===== src/histPkg.sv =====
package histPkg;

    // bin index bits by default
    // six bits give 64 bins
    localparam int BIN_WIDTH = 6;

    // width of one bin count
    localparam int COUNT_WIDTH = 8;

    // accepted hits that close one frame
    localparam int HITS_PER_FRAME = 200;

    // frame sequencing of the histogram builder
    typedef enum logic [2:0] {
        // waiting for a start pulse
        builderIdle,
        // zero one bin per cycle
        builderClear,
        // take hits and increment bins
        builderCollect,
        // last increment still in flight
        builderDrain,
        // peak search owns the read port
        builderScan
    } builderState_t;

    // peak search sequencing
    typedef enum logic [1:0] {
        // waiting for scanStart
        scanIdle,
        // bin 0 loads the running maximum
        scanPrime,
        // one bin compared per cycle
        scanCompare,
        // result pulse
        scanFinish
    } scanState_t;

endpackage


===== src/histBuilder.sv =====
module histBuilder #(
    parameter int BIN_WIDTH = histPkg::BIN_WIDTH,
    parameter int COUNT_WIDTH = histPkg::COUNT_WIDTH,
    parameter int HITS_PER_FRAME = histPkg::HITS_PER_FRAME
) (
    input  logic                   clk,
    input  logic                   res,
    input  logic                   start,
    input  logic                   hitValid,
    input  logic [BIN_WIDTH-1:0]   hitBin,
    input  logic [COUNT_WIDTH-1:0] rdData,
    input  logic [BIN_WIDTH-1:0]   scanAddr,
    input  logic                   scanDone,
    output logic                   busy,
    output logic                   collecting,
    output logic                   wrEn,
    output logic [BIN_WIDTH-1:0]   wrAddr,
    output logic [COUNT_WIDTH-1:0] wrData,
    output logic [BIN_WIDTH-1:0]   rdAddr,
    output logic                   scanStart
);

    localparam int HIT_COUNT_WIDTH = $clog2(HITS_PER_FRAME + 1);
    localparam logic [BIN_WIDTH-1:0] LAST_BIN = '1;
    localparam logic [COUNT_WIDTH-1:0] COUNT_MAX = '1;
    localparam logic [HIT_COUNT_WIDTH-1:0] LAST_HIT = HIT_COUNT_WIDTH'(HITS_PER_FRAME - 1);

    histPkg::builderState_t state;
    histPkg::builderState_t nextState;

    // clear address and accepted hits of this frame
    logic [BIN_WIDTH-1:0]       clrAddr;
    logic [HIT_COUNT_WIDTH-1:0] hitCount;
    logic                       hitAccept;
    logic                       lastHit;

    // hit whose read is returning this cycle
    logic                 pipeValid;
    logic [BIN_WIDTH-1:0] pipeBin;

    // bin and count written in the previous cycle
    logic                   fwdValid;
    logic [BIN_WIDTH-1:0]   fwdBin;
    logic [COUNT_WIDTH-1:0] fwdCount;

    // read-modify-write datapath
    logic [COUNT_WIDTH-1:0] oldCount;
    logic [COUNT_WIDTH-1:0] newCount;

    // hits only count while collecting
    assign hitAccept = hitValid && (state == histPkg::builderCollect);
    assign lastHit = hitAccept && (hitCount == LAST_HIT);

    always_comb begin
        nextState = state;
        case (state)
            histPkg::builderIdle: begin
                if (start) begin
                    nextState = histPkg::builderClear;
                end
            end
            histPkg::builderClear: begin
                if (clrAddr == LAST_BIN) begin
                    nextState = histPkg::builderCollect;
                end
            end
            histPkg::builderCollect: begin
                if (lastHit) begin
                    nextState = histPkg::builderDrain;
                end
            end
            // one cycle for the final write
            histPkg::builderDrain: begin
                nextState = histPkg::builderScan;
            end
            histPkg::builderScan: begin
                // busy is already low with the result so a start here is taken
                if (scanDone) begin
                    nextState = start ? histPkg::builderClear : histPkg::builderIdle;
                end
            end
            default: begin
                nextState = histPkg::builderIdle;
            end
        endcase
    end

    always_ff @(posedge clk or negedge res) begin
        if (!res) begin
            state <= histPkg::builderIdle;
            clrAddr <= '0;
            hitCount <= '0;
            pipeValid <= 1'b0;
            fwdValid <= 1'b0;
            scanStart <= 1'b0;
        end else begin
            state <= nextState;
            pipeValid <= hitAccept;
            // forwarding only ever comes from a hit write
            fwdValid <= pipeValid;
            // pulse in the first scan cycle
            scanStart <= (state == histPkg::builderDrain);
            // wraps back to zero after the last bin
            if (state == histPkg::builderClear) begin
                clrAddr <= clrAddr + 1'b1;
            end
            if (state == histPkg::builderClear) begin
                hitCount <= '0;
            end else if (hitAccept) begin
                hitCount <= hitCount + 1'b1;
            end
        end
    end

    always_ff @(posedge clk) begin
        pipeBin <= hitBin;
        fwdBin <= pipeBin;
        fwdCount <= newCount;
    end

    // memory still holds the old count when the same bin was just written
    assign oldCount = (fwdValid && (fwdBin == pipeBin)) ? fwdCount : rdData;
    // saturating increment
    assign newCount = (oldCount == COUNT_MAX) ? oldCount : oldCount + 1'b1;

    // write port is shared by clear and increment
    always_comb begin
        if (state == histPkg::builderClear) begin
            wrEn = 1'b1;
            wrAddr = clrAddr;
            wrData = '0;
        end else begin
            wrEn = pipeValid;
            wrAddr = pipeBin;
            wrData = newCount;
        end
    end

    // hit reads issue in the same cycle as the strobe
    assign rdAddr = (state == histPkg::builderScan) ? scanAddr : hitBin;

    assign collecting = (state == histPkg::builderCollect);
    // drops together with the result pulse
    assign busy = (state != histPkg::builderIdle) && !scanDone;

endmodule


===== src/histRam.sv =====
module histRam #(
    parameter int BIN_WIDTH = histPkg::BIN_WIDTH,
    parameter int COUNT_WIDTH = histPkg::COUNT_WIDTH
) (
    input  logic                   clk,
    input  logic                   wrEn,
    input  logic [BIN_WIDTH-1:0]   wrAddr,
    input  logic [COUNT_WIDTH-1:0] wrData,
    input  logic [BIN_WIDTH-1:0]   rdAddr,
    output logic [COUNT_WIDTH-1:0] rdData
);

    // one count per bin
    localparam int DEPTH = 2 ** BIN_WIDTH;

    // block memory style array
    logic [COUNT_WIDTH-1:0] mem [DEPTH];

    // write port
    always_ff @(posedge clk) begin
        if (wrEn) begin
            mem[wrAddr] <= wrData;
        end
    end

    // registered read
    // same address as the write returns the old count
    always_ff @(posedge clk) begin
        rdData <= mem[rdAddr];
    end

endmodule


===== src/histTop.sv =====
module histTop #(
    parameter int BIN_WIDTH = histPkg::BIN_WIDTH,
    parameter int COUNT_WIDTH = histPkg::COUNT_WIDTH,
    parameter int HITS_PER_FRAME = histPkg::HITS_PER_FRAME
) (
    input  logic                   clk,
    input  logic                   res,
    input  logic                   start,
    input  logic                   hitValid,
    input  logic [BIN_WIDTH-1:0]   hitBin,
    output logic                   busy,
    output logic                   collecting,
    output logic                   peakValid,
    output logic [BIN_WIDTH-1:0]   peakBin,
    output logic [COUNT_WIDTH-1:0] peakCount
);

    // memory write port
    logic                   wrEn;
    logic [BIN_WIDTH-1:0]   wrAddr;
    logic [COUNT_WIDTH-1:0] wrData;

    // memory read port
    logic [BIN_WIDTH-1:0]   rdAddr;
    logic [COUNT_WIDTH-1:0] rdData;

    // peak search handshake
    logic [BIN_WIDTH-1:0] scanAddr;
    logic                 scanStart;
    logic                 scanDone;

    histRam #(
        .BIN_WIDTH(BIN_WIDTH),
        .COUNT_WIDTH(COUNT_WIDTH)
    ) uRam (
        .clk(clk),
        .wrEn(wrEn),
        .wrAddr(wrAddr),
        .wrData(wrData),
        .rdAddr(rdAddr),
        .rdData(rdData)
    );

    // owns the write port and muxes the read address
    histBuilder #(
        .BIN_WIDTH(BIN_WIDTH),
        .COUNT_WIDTH(COUNT_WIDTH),
        .HITS_PER_FRAME(HITS_PER_FRAME)
    ) uBuilder (
        .clk(clk),
        .res(res),
        .start(start),
        .hitValid(hitValid),
        .hitBin(hitBin),
        .rdData(rdData),
        .scanAddr(scanAddr),
        .scanDone(scanDone),
        .busy(busy),
        .collecting(collecting),
        .wrEn(wrEn),
        .wrAddr(wrAddr),
        .wrData(wrData),
        .rdAddr(rdAddr),
        .scanStart(scanStart)
    );

    peakFinder #(
        .BIN_WIDTH(BIN_WIDTH),
        .COUNT_WIDTH(COUNT_WIDTH)
    ) uPeak (
        .clk(clk),
        .res(res),
        .scanStart(scanStart),
        .rdData(rdData),
        .scanAddr(scanAddr),
        .scanDone(scanDone),
        .peakValid(peakValid),
        .peakBin(peakBin),
        .peakCount(peakCount)
    );

endmodule


===== src/peakFinder.sv =====
module peakFinder #(
    parameter int BIN_WIDTH = histPkg::BIN_WIDTH,
    parameter int COUNT_WIDTH = histPkg::COUNT_WIDTH
) (
    input  logic                   clk,
    input  logic                   res,
    input  logic                   scanStart,
    input  logic [COUNT_WIDTH-1:0] rdData,
    output logic [BIN_WIDTH-1:0]   scanAddr,
    output logic                   scanDone,
    output logic                   peakValid,
    output logic [BIN_WIDTH-1:0]   peakBin,
    output logic [COUNT_WIDTH-1:0] peakCount
);

    localparam logic [BIN_WIDTH-1:0] LAST_BIN = '1;

    histPkg::scanState_t state;

    // bin of the count on rdData
    logic [BIN_WIDTH-1:0] dataAddr;

    // running maximum
    logic [BIN_WIDTH-1:0]   maxBin;
    logic [COUNT_WIDTH-1:0] maxCount;

    // strictly greater so the lower bin keeps a tie
    logic                   greater;
    logic [BIN_WIDTH-1:0]   bestBin;
    logic [COUNT_WIDTH-1:0] bestCount;

    assign greater = (rdData > maxCount);
    assign bestBin = greater ? dataAddr : maxBin;
    assign bestCount = greater ? rdData : maxCount;

    always_ff @(posedge clk or negedge res) begin
        if (!res) begin
            state <= histPkg::scanIdle;
            scanAddr <= '0;
            dataAddr <= '0;
            peakBin <= '0;
            peakCount <= '0;
        end else begin
            // read latency is one cycle
            dataAddr <= scanAddr;
            case (state)
                histPkg::scanIdle: begin
                    // bin 0 is read in the start cycle
                    if (scanStart) begin
                        scanAddr <= scanAddr + 1'b1;
                        state <= histPkg::scanPrime;
                    end
                end
                histPkg::scanPrime: begin
                    scanAddr <= scanAddr + 1'b1;
                    state <= histPkg::scanCompare;
                end
                histPkg::scanCompare: begin
                    if (dataAddr == LAST_BIN) begin
                        // park at bin 0 for the next frame
                        scanAddr <= '0;
                        peakBin <= bestBin;
                        peakCount <= bestCount;
                        state <= histPkg::scanFinish;
                    end else begin
                        scanAddr <= scanAddr + 1'b1;
                    end
                end
                histPkg::scanFinish: begin
                    state <= histPkg::scanIdle;
                end
                default: begin
                    state <= histPkg::scanIdle;
                end
            endcase
        end
    end

    always_ff @(posedge clk) begin
        // first count taken as is
        if (state == histPkg::scanPrime) begin
            maxBin <= dataAddr;
            maxCount <= rdData;
        end else if (state == histPkg::scanCompare) begin
            maxBin <= bestBin;
            maxCount <= bestCount;
        end
    end

    // one cycle after the last compare
    assign scanDone = (state == histPkg::scanFinish);
    assign peakValid = (state == histPkg::scanFinish);

endmodule

===== config.mk =====
export PLATFORM = sky130hd
export DESIGN_NAME = histTop
export DESIGN_NICKNAME = d
export VERILOG_FILES = /design/src/histPkg.sv /design/src/histBuilder.sv /design/src/histRam.sv /design/src/histTop.sv /design/src/peakFinder.sv
export SDC_FILE = /design/constraint.sdc
export NUM_CORES = 1
export LEC_CHECK = 0
export BUFFER_PORTS_ARGS = -buffer_cell sky130_fd_sc_hd__buf_2
export CORE_UTILIZATION = 25
export CTS_BUF_LIST = sky130_fd_sc_hd__clkbuf_8 sky130_fd_sc_hd__clkbuf_16
export CTS_CLUSTER_SIZE = 28
export DETAILED_ROUTE_END_ITERATION = 8
export GPL_ROUTABILITY_DRIVEN = 0
export PLACE_DENSITY = 0.45
export SETUP_SLACK_MARGIN = 0.02
export SYNTH_ARGS = -nofsm -noshare
export SYNTH_HDL_FRONTEND = slang
export SYNTH_HIERARCHICAL = 1
export SYNTH_SLANG_ARGS = --single-unit

===== constraint.sdc =====
create_clock -name clk -period 8.91 [get_ports clk]
set_input_delay 0.891 -clock clk [delete_from_list [all_inputs] [get_ports clk]]
set_output_delay 0.891 -clock clk [all_outputs]
set_load 0.01 [all_outputs]

==> impl_metrics.json <==
{
  "port_buffers": 26,
  "slowest_delay_ns": 0.76,
  "cp_num_buf_inv": 1,
  "syn_avg_cell_area_um2": 18.31,
  "ant_nets": 0,
  "ys_seq_area_frac": 0.7226,
  "rows": 113,
  "grt_pass1_wl_um": 89040,
  "via_per_inst": 4.611,
  "drc_errors": 0,
  "die_x_um": 313.8,
  "worst_pin_slew_ns": 1.297,
  "num_vias": 12390,
  "cts_max_level": 3,
  "status": "completed",
  "synth_seq_cells": 602,
  "end_kind": "flop",
  "drt_first_pass_iters": 5,
  "cts_resized": 0,
  "switchingPower_mw": 1.244,
  "p_leak_nw": 7.752,
  "cpMaxStageDelayCell": "mux2_8",
  "synth_compound_area_frac": 0.03399,
  "tns_ns": 0,
  "clk_pin_slew_ns": 0.06,
  "cp_cell_sequence": "nor3b_2, mux2_8, buf_4, mux4_2, mux4_2, nor2_1, nor3_1, o2bb2ai_1",
  "crit_family": "multiplexers",
  "syn-instance-count": 1327,
  "clkPwrFrac": 0.455,
  "synth_top_family_by_area": "multiplexers",
  "fin_crit_ns": 4.470,
  "intPower_mw": 4.660,
  "critical_path_arrival_ns": 4.90,
  "pwr_density_cell_mw_per_mm2": 211.2,
  "synthArstFlopShare": 0.07973,
  "period_share": 0.5017,
  "grt_pass1_vias": 12830,
  "clock.fmax_mhz": 223.7,
  "layout_common_cells": "edfxtp_1 (526), mux4_2 (126), nor2_1 (115)",
  "numCtsBuffers": 68,
  "cp-start-kind": "flop",
  "synth_ff_type": "edfxtp_1",
  "synth-simple-area-share": 0.05716,
  "layout-drive-gt1-share": 0.2322,
  "fin_area_mm2": 0.02795,
  "max-cap-violations": 0,
  "hold_buffers": 0,
  "setup_viol": 0,
  "slew_headroom": 0.1353,
  "start_util": 0.2542,
  "rsz0062_at_grt": "no",
  "worst-path-max-fanout": 66,
  "insertion_delay_ns": 0.61,
  "clockBufferDepth": 3,
  "yosysWarnings": 6,
  "area_delta_synth_final_pct": 15.04,
  "root_buffer": "clkbuf_16",
  "diodes": 0,
  "synth_fa_ha_area_frac": 0.007724,
  "hold_path_class": "reg2reg",
  "pwr-share-seq": 0.517,
  "synth_xor_area_frac": 0.006488,
  "crit_type": "reg2reg",
  "pin_count": 27,
  "ff2ff_setup_slack_ns": 4.44,
  "numClockSinks": 602,
  "cts_tree": "done",
  "cts_setup_buffers": 0,
  "syn-num-nets": 1352,
  "dieHeight_um": 313.8,
  "finalHoldViolations": 0,
  "drt_iter0_drc": 998,
  "comb_power_share": 0.028,
  "synth_area_mm2": 0.02430,
  "grt_usage": 0.1222,
  "fill_cells": 9462,
  "die-area_mm2": 0.09845,
  "core_area_mm2": 0.09558,
  "wire_per_inst_um": 22.18,
  "synthMuxAreaShare": 0.1530,
  "antenna_found_initial": 2,
  "placed_cell_area_mm2": 0.02581,
  "cp.required_ns": 9.34,
  "wirelength_um": 59570,
  "skew_ns": 0.03937,
  "place_hpwl_um": 36030,
  "crit_top_cell": "mux4_2",
  "grt-ovfl-total": 0,
  "nets": 1399,
  "layout_commonest_cell": "edfxtp_1",
  "switching_share": 0.2107,
  "maxSlewViolCount": 0,
  "grt_start_max_net_pins": 67,
  "synth-edff-count": 526,
  "synth_cell_types": 65,
  "ir_drop_mv": 0.1390
}
final cells by class:
class / instances / area (um2) / area share
inverters: 16 / 60.06 / 0.002149
multi-input cells: 642 / 6344 / 0.2269
repair buffers: 44 / 265.3 / 0.009490
clock buffers: 70 / 1729 / 0.06186
clock inverters: 47 / 414.1 / 0.01482
flip-flops and latches: 602 / 17560 / 0.6281
well taps: 1265 / 1583 / 0.05662
metal layers:
metal	routed length, um	GRT usage	vias up
li1	-	-	5410
met1	27520	0.1694	6556
met2	27730	0.1919	305
met3	2533	0.02137	111
met4	1763	0.04368	4
met5	27	0	-
cell families (layout without fill, tap and decap cells):
group,after synthesis,count (layout)
AO/OA/AOI/OAI,119,119
adder cells (fa/ha/maj),15,15
AND/OR/NAND/NOR,285,285
flip-flops,602,602
XOR/XNOR,18,18
multiplexers,205,205
buffers and inverters,83,177
through the flow:
stage	std cells	util	setup slack [ns]	total power, mW	hold slack (ns)
5_1_grt	2686	0.2925	4.131	6.100	0.3853
3_3_place_gp	2569	0.2700	4.458	3.280	0.3809
4_1_cts	2686	0.2925	4.359	5.981	0.3808
6_report	2686	0.2925	4.440	5.904	0.3789
3_5_place_dp	2569	0.2700	4.423	3.281	0.3808
2_1_floorplan	1327	-	4.340	3.231	0.3468
cell usage after synthesis (4+ instances only):
cell	instances	area, um2
a31oi_1	14	87.58
o21ai_0	19	95.09
nand4_1	11	68.82
xnor2_1	8	70.07
or2_2	5	31.28
buf_6	4	45.04
nand3b_1	4	30.03
o221ai_1	8	70.07
nand3_1	34	170.2
and3_1	6	37.54
a21oi_1	18	90.09
mux2_2	35	394.1
dfxtp_1	28	560.5
edfxtp_1	526	15800
nand2_1	45	168.9
a211oi_1	4	30.03
mux2i_1	34	340.3
xor2_1	10	87.58
buf_1	4	15.01
dfrtp_1	48	1201
nand2b_1	12	75.07
nor2_1	115	431.7
o22ai_1	10	62.56
and2_1	9	56.30
buf_4	14	105.1
buf_2	19	95.09
nor2b_1	17	106.4
ha_1	15	187.7
inv_1	16	60.06
mux4_2	126	2838
o31ai_1	10	75.07
mux2_4	9	135.1
a221oi_1	6	52.55
clkbuf_1	22	82.58
nor3_1	11	55.05
registers in the layout, indices dropped and copies added, names as in the netlist, 2 cells and up:
signal             count
uRam/rdData            8
uBuilder/fwdBin        6
uPeak/scanAddr         6
uPeak/state            2
uBuilder/fwdCount      8
uRam/mem             512
uBuilder/pipeBin       6
uPeak/maxCount         8
uPeak/maxBin           6
uBuilder/hitCount      8
uBuilder/clrAddr       6
uPeak/dataAddr         6
uPeak/peakCount        8
uBuilder/state         3
uPeak/peakBin          6
power by group through the flow:
stage	clock network (mW)	logic [mW]	registers, mW
3_5_place_dp	0	0.170	3.11
4_1_cts	2.76	0.170	3.05
2_1_floorplan	0	0.128	3.10
6_report	2.68	0.166	3.05
3_3_place_gp	0	0.169	3.11
5_1_grt	2.87	0.181	3.05
worst register-to-register path: stages, from the launching register on:
cell and delay [ns]:
dfrtp_1 0.49, nor3b_2 0.59, mux2_8 0.76, buf_4 0.90, mux4_2 0.62, mux4_2 0.49
nor2_1 0.13, nor3_1 0.12, o2bb2ai_1 0.20
final timing paths:
path / depth (start not counted) / end / start
max reg2reg: 8 / uRam/rdData[2]$_DFF_P_ / uBuilder/state[2]$_DFFE_PN0P_
max: 8 / uRam/rdData[2]$_DFF_P_ / uBuilder/state[2]$_DFFE_PN0P_
min in group asynchronous: 1 / uPeak/state[0]$_DFFE_PN0P_ / res
min: 0 / uBuilder/fwdValid$_DFF_PN0_ / uBuilder/pipeValid$_DFF_PN0_
min reg2reg: 0 / uBuilder/fwdValid$_DFF_PN0_ / uBuilder/pipeValid$_DFF_PN0_
max in group asynchronous: 1 / uPeak/peakCount[4]$_DFFE_PN0P_ / res
Note: power is estimated with default switching activity, not from simulation.
